$ cat config.mk
export PLATFORM = sky130hd
export DESIGN_NAME = stb_sys_top
export DESIGN_NICKNAME = d
export VERILOG_FILES = /design/src/verilog/stb_pkg.sv /design/src/verilog/sync_ff.sv /design/src/verilog/split_counter.sv /design/src/verilog/two_cycle_adder.sv /design/src/verilog/period_meter.sv /design/src/verilog/stb_gen.sv /design/src/verilog/stb_req_port.sv /design/src/verilog/stb_sys_top.sv
export SDC_FILE = /design/constraint.sdc
export NUM_CORES = 1
export LEC_CHECK = 0
export BUFFER_PORTS_ARGS = -buffer_cell sky130_fd_sc_hd__buf_2
export CAP_MARGIN = 20
export CORE_UTILIZATION = 44
export CTS_CLUSTER_SIZE = 16
export DETAILED_ROUTE_END_ITERATION = 10
export HOLD_SLACK_MARGIN = 0.02
export SYNTH_ARGS = -nofsm -noshare
export SYNTH_HDL_FRONTEND = slang
export SYNTH_SLANG_ARGS = --single-unit
export TNS_END_PERCENT = 50
$ cat constraint.sdc
create_clock -name clk_i -period 4.44 [get_ports clk_i]
set_input_delay 0.666 -clock clk_i [delete_from_list [all_inputs] [get_ports clk_i]]
set_output_delay 0.666 -clock clk_i [all_outputs]
set_load 0.005 [all_outputs]
$ cat src/verilog/stb_pkg.sv
// shared state types and default sizes for the strobe subsystem
// CNT_WIDTH_DEF must stay even since counter and adders work in halves

package stb_pkg;

	// period_meter FSM, one-hot with two spare bits
	typedef enum logic [6:0] {
		SKIP_EDGE  = 7'b000_0001,
		WAIT_START = 7'b000_0010,
		WAIT_END   = 7'b000_0100,
		CHECK      = 7'b000_1000,
		DONE       = 7'b001_0000
	} meter_state_e;

	// host handshake FSM
	typedef enum logic [1:0] {
		IDLE  = 2'd0,
		ARM   = 2'd1,
		PASS  = 2'd2,
		DRAIN = 2'd3
	} req_state_e;

	localparam int CNT_WIDTH_DEF  = 32; // timestamp bits
	localparam int ZERO_HOLD_DEF  = 1;  // strobe low cycles per period
	localparam int MIN_PERIOD_DEF = 16; // shorter periods raise err_o

endpackage

$ cat src/verilog/sync_ff.sv
// shift-chain synchronizer for an asynchronous input
// STAGES of 2 or more; every stage clears to 0 on reset

module sync_ff #(
	parameter int WIDTH  = 1,
	parameter int STAGES = 2
) (
	input  logic             clk_i,
	input  logic             arst_i,
	input  logic [WIDTH-1:0] data_i,
	output logic [WIDTH-1:0] data_o
);

	logic [WIDTH-1:0] chain [STAGES];

	always_ff @(posedge clk_i or negedge arst_i) begin
		if (!arst_i) begin
			for (int i = 0; i < STAGES; i++)
				chain[i] <= '0;
		end else begin
			chain[0] <= data_i; // may go metastable
			for (int i = 1; i < STAGES; i++)
				chain[i] <= chain[i-1];
		end
	end

	assign data_o = chain[STAGES-1];

endmodule

$ cat src/verilog/split_counter.sv
// free-running timestamp counter split into two halves
// t_cnt_o lags the internal count by 2 cycles, which is a constant offset
// T_CNT_WIDTH must be even; wrap-around is not handled by the users

module split_counter #(
	parameter int T_CNT_WIDTH = stb_pkg::CNT_WIDTH_DEF
) (
	input  logic                   clk_i,
	input  logic                   arst_i,
	output logic [T_CNT_WIDTH-1:0] t_cnt_o
);

	localparam int HALF = T_CNT_WIDTH / 2;

	logic [HALF-1:0] low_q;
	logic [HALF-1:0] low_d1_q;  // low half delayed to meet the carry
	logic [HALF-1:0] high_q;
	logic [HALF-1:0] low_inc;
	logic            low_carry;
	logic            carry_q;

	assign {low_carry, low_inc} = {1'b0, low_q} + 1'b1;

	// low half runs every cycle
	always_ff @(posedge clk_i or negedge arst_i) begin
		if (!arst_i) begin
			low_q    <= '0;
			low_d1_q <= '0;
			carry_q  <= 1'b0;
		end else begin
			low_q    <= low_inc;
			low_d1_q <= low_q;
			carry_q  <= low_carry; // short path into the high half
		end
	end

	// high half takes the carry one cycle late
	always_ff @(posedge clk_i or negedge arst_i) begin
		if (!arst_i)
			high_q <= '0;
		else
			high_q <= high_q + HALF'(carry_q);
	end

	always_ff @(posedge clk_i or negedge arst_i) begin
		if (!arst_i)
			t_cnt_o <= '0;
		else
			t_cnt_o <= {high_q, low_d1_q};
	end

endmodule

$ cat src/verilog/two_cycle_adder.sv
// two-stage pipelined adder that takes a new operand pair every cycle
// result and valid_o appear 2 cycles after valid_i
// WIDTH must be even; the sum wraps modulo 2**WIDTH

module two_cycle_adder #(
	parameter int WIDTH = stb_pkg::CNT_WIDTH_DEF
) (
	input  logic             clk_i,
	input  logic             arst_i,
	input  logic [WIDTH-1:0] a_i,
	input  logic [WIDTH-1:0] b_i,
	input  logic             valid_i,
	output logic [WIDTH-1:0] res_o,
	output logic             valid_o
);

	localparam int HALF = WIDTH / 2;

	logic [HALF:0]   lo_sum;
	logic [HALF-1:0] lo_q;
	logic [HALF-1:0] a_hi_q;
	logic [HALF-1:0] b_hi_q;
	logic            carry_q;
	logic            valid_q;

	assign lo_sum = {1'b0, a_i[HALF-1:0]} + {1'b0, b_i[HALF-1:0]};

	// stage 1 adds the low halves
	always_ff @(posedge clk_i) begin
		lo_q    <= lo_sum[HALF-1:0];
		carry_q <= lo_sum[HALF];
		a_hi_q  <= a_i[WIDTH-1:HALF];
		b_hi_q  <= b_i[WIDTH-1:HALF];
	end

	// stage 2 adds the high halves plus carry
	always_ff @(posedge clk_i)
		res_o <= {a_hi_q + b_hi_q + HALF'(carry_q), lo_q};

	always_ff @(posedge clk_i or negedge arst_i) begin
		if (!arst_i) begin
			valid_q <= 1'b0;
			valid_o <= 1'b0;
		end else begin
			valid_q <= valid_i;
			valid_o <= valid_q;
		end
	end

endmodule

$ cat src/verilog/period_meter.sv
// measures the sig_i period between the 2nd and 3rd synced rising edges
// first edge after reset or after an error is skipped as it may be partial
// measures once; counter wrap between the two stamps is not handled

module period_meter #(
	parameter int T_CNT_WIDTH = stb_pkg::CNT_WIDTH_DEF,
	parameter int MIN_PERIOD  = stb_pkg::MIN_PERIOD_DEF
) (
	input  logic                   clk_i,
	input  logic                   arst_i,
	input  logic                   sig_i,
	input  logic [T_CNT_WIDTH-1:0] t_cnt_i,
	output logic [T_CNT_WIDTH-1:0] period_o,
	output logic                   period_valid_o,
	output logic                   err_o
);

	localparam logic [T_CNT_WIDTH-1:0] MIN_CNT = T_CNT_WIDTH'(MIN_PERIOD);

	stb_pkg::meter_state_e state_q;
	stb_pkg::meter_state_e state_d;

	logic                   sig_sync;
	logic                   sig_prev;
	logic                   sig_rise;
	logic [T_CNT_WIDTH-1:0] t_start_q;
	logic [T_CNT_WIDTH-1:0] t_end_q;
	logic [T_CNT_WIDTH-1:0] diff;
	logic                   too_short;

	//----------------------------------------------------------------------
	// input sync and edge detect
	//----------------------------------------------------------------------
	sync_ff #(
		.WIDTH (1),
		.STAGES(2)
	) u_sig_sync (
		.clk_i (clk_i),
		.arst_i(arst_i),
		.data_i(sig_i),
		.data_o(sig_sync)
	);

	always_ff @(posedge clk_i or negedge arst_i) begin
		if (!arst_i)
			sig_prev <= 1'b0;
		else
			sig_prev <= sig_sync;
	end

	assign sig_rise = sig_sync & ~sig_prev;

	//----------------------------------------------------------------------
	// measurement FSM
	//----------------------------------------------------------------------
	always_comb begin
		state_d = state_q;
		unique case (state_q)
			stb_pkg::SKIP_EDGE: begin
				if (sig_rise)
					state_d = stb_pkg::WAIT_START;
			end
			stb_pkg::WAIT_START: begin
				if (sig_rise)
					state_d = stb_pkg::WAIT_END;
			end
			stb_pkg::WAIT_END: begin
				if (sig_rise)
					state_d = stb_pkg::CHECK;
			end
			stb_pkg::CHECK:  state_d = too_short ? stb_pkg::SKIP_EDGE : stb_pkg::DONE;
			stb_pkg::DONE:   state_d = stb_pkg::DONE; // hold until reset
			default:         state_d = stb_pkg::SKIP_EDGE;
		endcase
	end

	// both stamps see the same t_cnt latency
	always_ff @(posedge clk_i) begin
		if (state_q == stb_pkg::WAIT_START && sig_rise)
			t_start_q <= t_cnt_i;
		if (state_q == stb_pkg::WAIT_END && sig_rise)
			t_end_q <= t_cnt_i;
	end

	assign diff      = t_end_q - t_start_q;
	assign too_short = diff < MIN_CNT;

	always_ff @(posedge clk_i or negedge arst_i) begin
		if (!arst_i) begin
			state_q        <= stb_pkg::SKIP_EDGE;
			period_o       <= '0;
			period_valid_o <= 1'b0;
			err_o          <= 1'b0;
		end else begin
			state_q        <= state_d;
			period_valid_o <= 1'b0;
			if (state_q == stb_pkg::CHECK) begin
				err_o <= too_short;
				if (!too_short) begin
					period_o       <= diff;
					period_valid_o <= 1'b1; // 2 cycles after the 3rd edge
				end
			end
		end
	end

endmodule

$ cat src/verilog/stb_gen.sv
// strobe scheduler locked to a measured period P
// strobe is low for ZERO_HOLD_CYCLES at the end of each period, high otherwise
// needs P >= ZERO_HOLD_CYCLES + 5 and no counter wrap while running
// T_CNT_WIDTH must be even

module stb_gen #(
	parameter int T_CNT_WIDTH      = stb_pkg::CNT_WIDTH_DEF,
	parameter int ZERO_HOLD_CYCLES = stb_pkg::ZERO_HOLD_DEF
) (
	input  logic                   clk_i,
	input  logic                   arst_i,
	input  logic [T_CNT_WIDTH-1:0] t_cnt_i,
	input  logic [T_CNT_WIDTH-1:0] period_i,
	input  logic                   period_valid_i,
	output logic                   int_stb_o,
	output logic                   rdy_o
);

	localparam int HALF     = T_CNT_WIDTH / 2;
	localparam int CMP_LAT  = 2; // t_cnt match to hit, also the re-arm slip
	localparam int HOLD_IDX = 0;
	localparam int END_IDX  = 1;

	localparam logic [T_CNT_WIDTH-1:0] END_OFFSET  = T_CNT_WIDTH'(CMP_LAT);
	localparam logic [T_CNT_WIDTH-1:0] HOLD_OFFSET =
		T_CNT_WIDTH'(ZERO_HOLD_CYCLES + CMP_LAT);

	logic [T_CNT_WIDTH-1:0] span_q [2]; // cycles from arm to deadline
	logic                   start_q;
	logic                   arm;
	logic                   hold_hit;
	logic                   end_hit;

	// offsets into the period, taken once per measurement
	always_ff @(posedge clk_i) begin
		if (period_valid_i) begin
			span_q[HOLD_IDX] <= period_i - HOLD_OFFSET;
			span_q[END_IDX]  <= period_i - END_OFFSET;
		end
	end

	assign arm = start_q | end_hit; // first arm, then every period end

	//----------------------------------------------------------------------
	// deadline pipes: adder, latch, split compare
	//----------------------------------------------------------------------
	for (genvar i = 0; i < 2; i++) begin : g_deadline
		logic [T_CNT_WIDTH-1:0] sum;
		logic                   sum_valid;
		logic [T_CNT_WIDTH-1:0] dl_q;
		logic                   dl_valid_q;
		logic                   eq_lo_q;
		logic                   eq_hi_q;
		logic                   hit_q;

		two_cycle_adder #(
			.WIDTH(T_CNT_WIDTH)
		) u_add (
			.clk_i  (clk_i),
			.arst_i (arst_i),
			.a_i    (t_cnt_i),
			.b_i    (span_q[i]),
			.valid_i(arm),
			.res_o  (sum),
			.valid_o(sum_valid)
		);

		always_ff @(posedge clk_i) begin
			if (sum_valid)
				dl_q <= sum;
		end

		always_ff @(posedge clk_i or negedge arst_i) begin
			if (!arst_i) begin
				dl_valid_q <= 1'b0;
				eq_lo_q    <= 1'b0;
				eq_hi_q    <= 1'b0;
				hit_q      <= 1'b0;
			end else begin
				if (sum_valid)
					dl_valid_q <= 1'b1;
				eq_lo_q <= dl_valid_q && (t_cnt_i[HALF-1:0] == dl_q[HALF-1:0]);
				eq_hi_q <= dl_valid_q &&
					(t_cnt_i[T_CNT_WIDTH-1:HALF] == dl_q[T_CNT_WIDTH-1:HALF]);
				hit_q   <= eq_lo_q & eq_hi_q;
			end
		end
	end

	assign hold_hit = g_deadline[HOLD_IDX].hit_q;
	assign end_hit  = g_deadline[END_IDX].hit_q;

	//----------------------------------------------------------------------
	// strobe and ready
	//----------------------------------------------------------------------
	always_ff @(posedge clk_i or negedge arst_i) begin
		if (!arst_i) begin
			start_q   <= 1'b0;
			int_stb_o <= 1'b0;
			rdy_o     <= 1'b0;
		end else begin
			start_q <= period_valid_i;
			if (end_hit) begin
				int_stb_o <= 1'b1;
				rdy_o     <= 1'b1; // sticky from the first period end
			end else if (hold_hit) begin
				int_stb_o <= 1'b0;
			end
		end
	end

endmodule

$ cat src/verilog/stb_req_port.sv
// four-phase req/ack gate in front of the strobe
// ack_o and the stb_o gate move only in cycles where int_stb rises,
// so stb_o carries whole strobe periods only
// req_i is sampled at the clock and must stay high until ack_o rises

module stb_req_port (
	input  logic clk_i,
	input  logic arst_i,
	input  logic rdy_i,
	input  logic int_stb_i,
	input  logic req_i,
	output logic ack_o,
	output logic stb_o
);

	stb_pkg::req_state_e state_q;
	stb_pkg::req_state_e state_d;

	logic stb_prev;
	logic stb_rise;

	always_ff @(posedge clk_i or negedge arst_i) begin
		if (!arst_i)
			stb_prev <= 1'b0;
		else
			stb_prev <= int_stb_i;
	end

	assign stb_rise = int_stb_i & ~stb_prev;

	always_comb begin
		state_d = state_q;
		case (state_q)
			stb_pkg::IDLE:  if (req_i && rdy_i) state_d = stb_pkg::ARM;
			stb_pkg::ARM:   if (stb_rise)       state_d = stb_pkg::PASS;
			stb_pkg::PASS:  if (!req_i)         state_d = stb_pkg::DRAIN;
			stb_pkg::DRAIN: if (stb_rise)       state_d = stb_pkg::IDLE;
			default:                            state_d = stb_pkg::IDLE;
		endcase
	end

	always_ff @(posedge clk_i or negedge arst_i) begin
		if (!arst_i)
			state_q <= stb_pkg::IDLE;
		else
			state_q <= state_d;
	end

	// ack switches in the rising cycle itself, not one later
	assign ack_o = (state_q == stb_pkg::ARM && stb_rise) ||
		(state_q == stb_pkg::PASS) ||
		(state_q == stb_pkg::DRAIN && !stb_rise);

	assign stb_o = ack_o & int_stb_i;

endmodule

$ cat src/verilog/stb_sys_top.sv
// strobe subsystem: period meter, strobe generator and host req/ack gate
// measures once after reset or after an error and does not track drift
// T_CNT_WIDTH must be even

module stb_sys_top #(
	parameter int T_CNT_WIDTH      = stb_pkg::CNT_WIDTH_DEF,
	parameter int ZERO_HOLD_CYCLES = stb_pkg::ZERO_HOLD_DEF,
	parameter int MIN_PERIOD       = stb_pkg::MIN_PERIOD_DEF
) (
	input  logic                   clk_i,
	input  logic                   arst_i,
	input  logic                   sig_i,
	input  logic                   req_i,
	output logic [T_CNT_WIDTH-1:0] period_o,
	output logic                   err_o,
	output logic                   rdy_o,
	output logic                   stb_o,
	output logic                   ack_o,
	output logic                   debug_stb_o
);

	logic [T_CNT_WIDTH-1:0] t_cnt;
	logic                   period_valid;
	logic                   int_stb;

	split_counter #(
		.T_CNT_WIDTH(T_CNT_WIDTH)
	) u_counter (
		.clk_i  (clk_i),
		.arst_i (arst_i),
		.t_cnt_o(t_cnt)
	);

	period_meter #(
		.T_CNT_WIDTH(T_CNT_WIDTH),
		.MIN_PERIOD (MIN_PERIOD)
	) u_meter (
		.clk_i         (clk_i),
		.arst_i        (arst_i),
		.sig_i         (sig_i),
		.t_cnt_i       (t_cnt),
		.period_o      (period_o),
		.period_valid_o(period_valid),
		.err_o         (err_o)
	);

	stb_gen #(
		.T_CNT_WIDTH     (T_CNT_WIDTH),
		.ZERO_HOLD_CYCLES(ZERO_HOLD_CYCLES)
	) u_gen (
		.clk_i         (clk_i),
		.arst_i        (arst_i),
		.t_cnt_i       (t_cnt),
		.period_i      (period_o),
		.period_valid_i(period_valid),
		.int_stb_o     (int_stb),
		.rdy_o         (rdy_o)
	);

	stb_req_port u_req (
		.clk_i    (clk_i),
		.arst_i   (arst_i),
		.rdy_i    (rdy_o),
		.int_stb_i(int_stb),
		.req_i    (req_i),
		.ack_o    (ack_o),
		.stb_o    (stb_o)
	);

	assign debug_stb_o = int_stb; // free-running, not gated

endmodule

==> results.sh, run 1 <==
export IMPL_run_status="finished clean"
export IMPL_fmax_mhz=244
export IMPL_nets=1769
export IMPL_cts_resized=0
export IMPL_hold_path_class="in -> async"
export IMPL_detail_route_iter0_violations=625
export IMPL_syn_area_per_cell_um2=12.5
export IMPL_synth_top_area_cell="edfxtp_1"
export IMPL_yosys_area_top_type_share_pct=29.1
export IMPL_rows=77
export IMPL_cts_tree="yes"
export IMPL_fill_cells=3852
export IMPL_worst_pin_slew_ns=0.865
export IMPL_arrival_ns=4.54
export IMPL_cts_hold_repair_buffers=0
export IMPL_yosys_top_cells_count="192 x edfxtp_1, 151 x xnor2_1, 146 x dfxtp_1"
export IMPL_grt_max_degree=80
export IMPL_drt_pass1_iterations=5
export IMPL_die_w_um=214
export IMPL_setup_worst_path_start="u_meter.t_start_q[0]$_DFFE_PP_"
export IMPL_initial_core_util_pct=44.6
export IMPL_crit_fanout=29
export IMPL_yosysSeqAreaShare_pct=61.4
export IMPL_grt_pass1_wl_um=64300
export IMPL_portBuffers=40
export IMPL_fin_skew_ns=0.0140
export IMPL_cp_required_ns=4.89
export IMPL_clock_path_buffers=3
export IMPL_async_flop_share_pct=29.0
export IMPL_gp_congestion=0.875
export IMPL_cts_root_buffer="clkbuf_16"
export IMPL_end_kind="flip-flop"
export IMPL_slew_violations=0
export IMPL_p_comb_share_pct=8.5
export IMPL_setup_violations=0
export IMPL_syn_inst=1579
export IMPL_power_mw=9.50
export IMPL_wl_per_cell_um=17.8
export IMPL_vias_per_cell=5.06
export IMPL_stdcell_count=2287
export IMPL_area_delta_synth_final_pct=12.7
export IMPL_ff_latch_area_um2=12100
export IMPL_max_cap_violations=0
export IMPL_ys_flop_type="edfxtp_1"
export IMPL_power_density_nw_per_um2=426
export IMPL_worst_setup_path_type="reg -> reg"
export IMPL_yosys_register_bits=476
export IMPL_p_seq_share_pct=49.7
export IMPL_min_period_ns=4.09
export IMPL_drc_errors=0
export IMPL_fin_area_um2=22300
export IMPL_synth_area_leaders="edfxtp_1 29%, dfrtp_1 17%, dfxtp_1 15%, xnor2_1 6.7%, ha_1 6.4%"
export IMPL_p_sw_share_pct=22.6
export IMPL_rsz0062_at_grt="no"
export IMPL_synth_area_um2=19800
export IMPL_coreArea_um2=44300
export IMPL_grt_pass1_vias=11800
export IMPL_dp_hpwl_um=30700
export IMPL_antenna_found_initial=0
export IMPL_hold_viol=0
export IMPL_place_area_um2=20700
export IMPL_synth_most_common_cell="edfxtp_1"
export IMPL_clock_power_share_pct=41.8
export IMPL_cts_made_buffers=48
export IMPL_dr_total_vias=11600
export IMPL_post_place_cells=2198
export IMPL_cts_sinks=476
export IMPL_clock_latency_ns=0.57
export IMPL_syn_num_nets=1692
export IMPL_tns_ns=0
export IMPL_ant_nets=0
export IMPL_cts_setup_buffers=0
export IMPL_synth_cell_types=76
export IMPL_htree_levels=2
export IMPL_startpoint_type="flip-flop"
export IMPL_p_sw_mw=2.15
export IMPL_rr_startpoint="u_meter.t_start_q[0]$_DFFE_PP_"
export IMPL_dieHeight_um=214
export IMPL_intPower_mw=7.35
export IMPL_wirelength_um=40700
export IMPL_grt_usage_pct=18.1
export IMPL_peakVddDrop_uv=279
export IMPL_hold_ws_ns=0.131
export IMPL_io_pins=41
export IMPL_relSlewSlack_pct=42.4
export IMPL_leakage_nw=9.56
export IMPL_clk_pin_slew_worst_paths_ns=0.06
export IMPL_fp_dieArea_um2=45800
export IMPL_multiInputGateArea_um2=7150
export IMPL_overflow=0
export IMPL_synth_edf_count=192
export IMPL_finalCritPeriodShare_pct=92.2
export IMPL_yosys_warnings=0
export IMPL_final_layout_size_suffix_gt1_share_pct=8.56
==> area by class of cell <==
cell class	count	share of cell area (%)
clock buffers	68	6.19
multi-input cells	979	32.1
flip-flops and latches	476	54.5
inverters	99	1.67
well taps	592	3.32
diodes	1	0.0112
repair buffers	52	1.39
clock inverters	20	0.870
==> logic make-up (layout without fill, tap and decap cells) <==
group / after synthesis / after routing / synth area share (%)
adders and majority gates: 109 / 109 / 7.16
other: 0 / 1 / 0
AOI/OAI and AO/OA: 229 / 229 / 7.61
xor gates and xnor gates: 221 / 221 / 9.78
muxes: 32 / 32 / 1.73
DFF: 476 / 476 / 61.4
and+or+nand+nor: 388 / 388 / 9.81
buffers and inverters: 124 / 239 / 2.54
==> cells in the final DEF, fill, tap and decap left out, types with 10 or more instances in the layout <==
master and n:
edfxtp_1 192, xnor2_1 151, dfxtp_1 146, dfrtp_1 135
nor2_1 106, ha_1 102, inv_1 98, nand2_1 80
xor2_1 70, a21oi_1 62, clkbuf_16 51, o21ai_0 50
buf_2 39, nor3_1 38, nand3_1 26, nand4_1 24
nor4_1 22, nor2b_1 16, a21o_1 16, mux2_1 16
mux2i_1 15, and2_1 13, clkbuf_1 13, o21a_1 12
and3_1 11, buf_4 11, or3_1 10
==> metrics by stage <==
step	worst slack, ns	util (%)
after floorplan	0.184	-
after global placement	0.425	46.7
after detailed placement	0.364	46.7
after CTS	0.341	50.3
after global routing	0.0814	50.3
final	0.346	50.3
==> path summary, 6_finish.rpt <==
check	endpoint	slack, ns	cells past startpoint
max	u_meter.period_o[6]$_DFFE_PN0P_	0.35	15
min	u_meter.state_q[4]$_DFFE_PN0P_	0.13	1
max reg2reg	u_meter.period_o[6]$_DFFE_PN0P_	0.35	15
min reg2reg	u_gen.g_deadline[1].u_add.res_o[3]$_DFF_P_	0.32	0
max in group asynchronous	u_meter.period_valid_o$_DFF_PN0_	3.51	2
min in group clk_i	u_meter.u_sig_sync.chain[1]$_DFF_PN0_	0.20	1
==> registers in the layout, indices dropped and copies added, names as in the netlist, 5 cells and up <==
| name | count |
|---|---|
| u_gen.g_deadline.u_add.res_o | 64 |
| u_gen.span_q | 64 |
| u_counter.t_cnt_o | 32 |
| u_gen.g_deadline.u_add.a_hi_q | 16 |
| u_meter.t_start_q | 32 |
| u_counter.low_d1_q | 16 |
| u_meter.period_o | 32 |
| u_gen.g_deadline.dl_q | 64 |
| u_meter.state_q | 5 |
| u_gen.g_deadline.u_add.lo_q | 32 |
| u_counter.high_q | 16 |
| u_gen.g_deadline.u_add.b_hi_q | 32 |
| u_counter.low_q | 16 |
| u_meter.t_end_q | 32 |
==> power groups by stage <==
stage / clock network (mW) / registers [mW] / logic, mW
floorplan: 0 / 4.79 / 0.599
global placement: 0 / 4.81 / 0.797
detailed placement: 0 / 4.81 / 0.814
CTS: 4.09 / 4.72 / 0.817
global route: 4.27 / 4.73 / 0.897
finish: 3.97 / 4.72 / 0.804
==> critical path, cell delays in order (launching register included) <==
cell      delay (ns)
edfxtp_1        0.36
ha_1            0.22
fa_1            0.40
nor2b_1         0.16
o2111a_1        0.25
nor4_2          0.09
or4_1           0.57
a21oi_1         0.16
buf_4           0.17
a41oi_1         0.14
xnor2_1         0.22
nor3_1          0.09
nand4_2         0.13
nand2_2         0.07
inv_2           0.51
mux2_1          0.39
==> routing by layer <==
metal | global-route usage (%) | vias up | wire (µm)
met3 | 3.01 | 83 | 1420
li1 | - | 5748 | -
met2 | 28.2 | 203 | 18100
met5 | 0 | - | 0
met1 | 25.2 | 5541 | 19600
met4 | 7.64 | 0 | 1520
(Power assumes the default switching activity.)
==> run 2: changes to the inputs <==
--- a/config.mk
+++ b/config.mk
@@ -5,6 +5,7 @@
 export SDC_FILE = /design/constraint.sdc
 export NUM_CORES = 1
 export LEC_CHECK = 0
+export ABC_AREA = 1
 export BUFFER_PORTS_ARGS = -buffer_cell sky130_fd_sc_hd__buf_2
 export CAP_MARGIN = 20
 export CORE_UTILIZATION = 44
==> results.sh, run 2 <==
export IMPL_yosys_area_top_type_share_pct=27.6
export IMPL_clock_path_buffers=3
export IMPL_reg_top3="u_gen.g_deadline.dl_q x64, u_gen.g_deadline.u_add.res_o x64, u_gen.span_q x64"
export IMPL_cts_made_buffers=49
export IMPL_ys_flop_type="edfxtp_1"
export IMPL_violations="design-rule violations"
export IMPL_yosys_register_bits=476
export IMPL_gp_congestion=0.881
export IMPL_mostFrequentLayoutCell="nand2_1"
export IMPL_detail_route_iter0_violations=1209
export IMPL_area_delta_synth_final_pct=12.9
export IMPL_syn_inst=2115
export IMPL_syn_num_nets=2228
export IMPL_die_w_um=220
export IMPL_p_sw_share_pct=29.7
export IMPL_max_cap_violations=0
export IMPL_run_status="finished, violations left"
export IMPL_rr_startpoint="u_meter.period_o[2]$_DFFE_PN0P_"
export IMPL_crit_chain="inv_1 -> ha_1 -> a21oi_1 -> nand2_1 -> nor2_1 -> inv_1 -> nor2_1 -> inv_1 -> nor2_1 -> nand2_1 -> nor2_1 -> nand4_1 -> xnor2_1"
export IMPL_slew_violations=0
export IMPL_p_sw_mw=3.34
export IMPL_r2r_slack_ns=1.29
export IMPL_intPower_mw=7.90
export IMPL_stdcell_count=2855
export IMPL_synth_area_leaders="edfxtp_1 28%, dfrtp_1 16%, dfxtp_1 14%, nand2_1 8.5%, ha_1 6.1%"
export IMPL_relSlewSlack_pct=42.0
export IMPL_syn_area_per_cell_um2=9.88
export IMPL_dp_hpwl_um=39900
export IMPL_fill_cells=4250
export IMPL_wl_per_cell_um=18.2
export IMPL_ant_nets=0
export IMPL_worst_pin_slew_ns=0.862
export IMPL_p_seq_share_pct=43.4
export IMPL_cts_hold_repair_buffers=0
export IMPL_cp_required_ns=4.77
export IMPL_hold_path_class="in -> async"
export IMPL_clk_pin_slew_worst_paths_ns=0.06
export IMPL_synth_most_common_cell="nand2_1"
export IMPL_clock_power_share_pct=36.6
export IMPL_cts_sinks=476
export IMPL_mostFrequentLayoutCells="476 x nand2_1, 337 x inv_1, 192 x edfxtp_1, 157 x nor2_1, 146 x dfxtp_1"
export IMPL_multiInputGateArea_um2=7450
export IMPL_yosys_warnings=0
export IMPL_synth_cell_types=44
export IMPL_wirelength_um=51900
export IMPL_grt_max_degree=74
export IMPL_grt_pass1_wl_um=79900
export IMPL_fp_dieArea_um2=48400
export IMPL_htree_levels=2
export IMPL_clock_latency_ns=0.59
export IMPL_post_place_cells=2762
export IMPL_dr_total_vias=14500
export IMPL_fmax_mhz=317
export IMPL_finalCritPeriodShare_pct=71.0
export IMPL_yosys_top_cells_count="476 x nand2_1, 337 x inv_1, 192 x edfxtp_1"
export IMPL_worst_setup_path_type="reg -> reg"
export IMPL_cpMostUsedCell="nor2_1"
export IMPL_dieHeight_um=220
export IMPL_tns_ns=0
export IMPL_vias_per_cell=5.08
export IMPL_async_flop_share_pct=29.0
export IMPL_crit_slowest_cell="dfrtp_1"
export IMPL_hold_viol=0
export IMPL_power_density_nw_per_um2=477
export IMPL_grt_usage_pct=22.2
export IMPL_cts_resized=0
export IMPL_peakVddDrop_uv=361
export IMPL_synth_edf_count=192
export IMPL_hold_ws_ns=0.0906
export IMPL_grt_pass1_vias=14200
export IMPL_initial_core_util_pct=44.8
export IMPL_io_pins=41
export IMPL_overflow=0
export IMPL_arrival_ns=3.48
export IMPL_cts_tree="yes"
export IMPL_cts_root_buffer="clkbuf_16"
export IMPL_fin_skew_ns=0.0151
export IMPL_portBuffers=40
export IMPL_startpoint_type="flip-flop"
export IMPL_nets=2319
export IMPL_synth_area_um2=20900
export IMPL_p_comb_share_pct=20.0
export IMPL_leakage_nw=11.5
export IMPL_drt_pass1_iterations=9
export IMPL_final_layout_size_suffix_gt1_share_pct=7.08
export IMPL_drc_errors=4
export IMPL_reg2reg_depth=13
export IMPL_coreArea_um2=46700
export IMPL_ff_latch_area_um2=12100
export IMPL_crit_fanout=6
export IMPL_antenna_found_initial=1
export IMPL_r2r_end="u_gen.span_q[0][27]$_DFFE_PP_"
export IMPL_min_period_ns=3.15
export IMPL_end_kind="flip-flop"
export IMPL_rows=79
export IMPL_cts_setup_buffers=0
export IMPL_synth_top_area_cell="edfxtp_1"
export IMPL_rsz0062_at_grt="no"
export IMPL_setup_violations=0
export IMPL_critPathMaxStageDelay_ns=0.51
export IMPL_yosysSeqAreaShare_pct=58.1
run 2: cell count changes in the layout (fill, tap and decap cells not counted), moves of 51 or more:
cell	change
inv_1	+239
nor2_1	+51
xor2_1	+58
nand3_1	+79
xnor2_1	-112
nand2_1	+396
run 2: final cells by class:
type                    instances  share of cell area (%)
inverters                     337                    5.36
multi-input cells            1291                    31.6
repair buffers                 51                    1.39
flip-flops and latches        476                    51.5
clock buffers                  65                    5.98
diodes                          1                  0.0106
clock inverters                27                   0.997
well taps                     607                    3.22
run 2: layer usage:
layer  track usage [%]  routed length, µm  vias up
met5                 0                  0        -
met2              33.3              22200      420
met4              7.38               1460        0
met3              4.75               3810       90
li1                  -                  -     7043
met1              31.7              24400     6945
run 2: metrics by stage:
step / setup WS, ns / area [µm²] / power, mW / util, %
6_report: 1.29 / 23600 / 11.2 / 50.6
5_1_grt: 1.04 / 23600 / 11.8 / 50.6
3_5_place_dp: 1.36 / 21900 / 7.18 / 47.0
4_1_cts: 1.31 / 23600 / 11.3 / 50.6
2_1_floorplan: 1.84 / 20900 / 6.55 / -
3_3_place_gp: 1.32 / 21900 / 7.17 / 46.9
run 2: power groups by stage:
stage,clock [mW],sequential [mW],combinational [mW]
global route,4.37,4.88,2.55
floorplan,0,4.92,1.63
CTS,4.20,4.88,2.24
global placement,0,4.96,2.21
finish,4.12,4.88,2.25
detailed placement,0,4.96,2.21
run 2: kinds of logic after synthesis:
group           after synthesis  share of synthesized area (%)
xor+xnor                    167                           7.00
fa+ha+maj                   109                           6.78
simple gates                834                           16.7
compound gates              181                           5.05
flops                       476                           58.1
buf+inv                     348                           6.38
run 2: critical path, delay by kind of cell (launching register included):
kind                     cells  cell delay (ns)
AO/OA/AOI/OAI                1             0.29
XOR/XNOR                     1             0.16
adder cells (fa/ha/maj)      1             0.20
buffers and inverters        3             0.26
flip-flops                   1             0.51
AND/OR/NAND/NOR              7             1.50
run 2: worst max-delay path by stage:
stage	slack, ns	startpoint	endpoint	cells after the start
after floorplan	1.84	u_meter.state_q[2]$_DFFE_PN0P_	u_meter.t_start_q[0]$_DFFE_PP_	5
after global placement	1.32	u_meter.period_o[2]$_DFFE_PN0P_	u_gen.span_q[0][27]$_DFFE_PP_	13
after detailed placement	1.36	u_meter.period_o[2]$_DFFE_PN0P_	u_gen.span_q[0][27]$_DFFE_PP_	13
after CTS	1.31	u_meter.period_o[2]$_DFFE_PN0P_	u_gen.span_q[0][27]$_DFFE_PP_	13
after global routing	1.04	u_meter.t_end_q[8]$_DFFE_PP_	u_meter.err_o$_DFFE_PN0P_	19
final	1.29	u_meter.period_o[2]$_DFFE_PN0P_	u_gen.span_q[0][27]$_DFFE_PP_	13
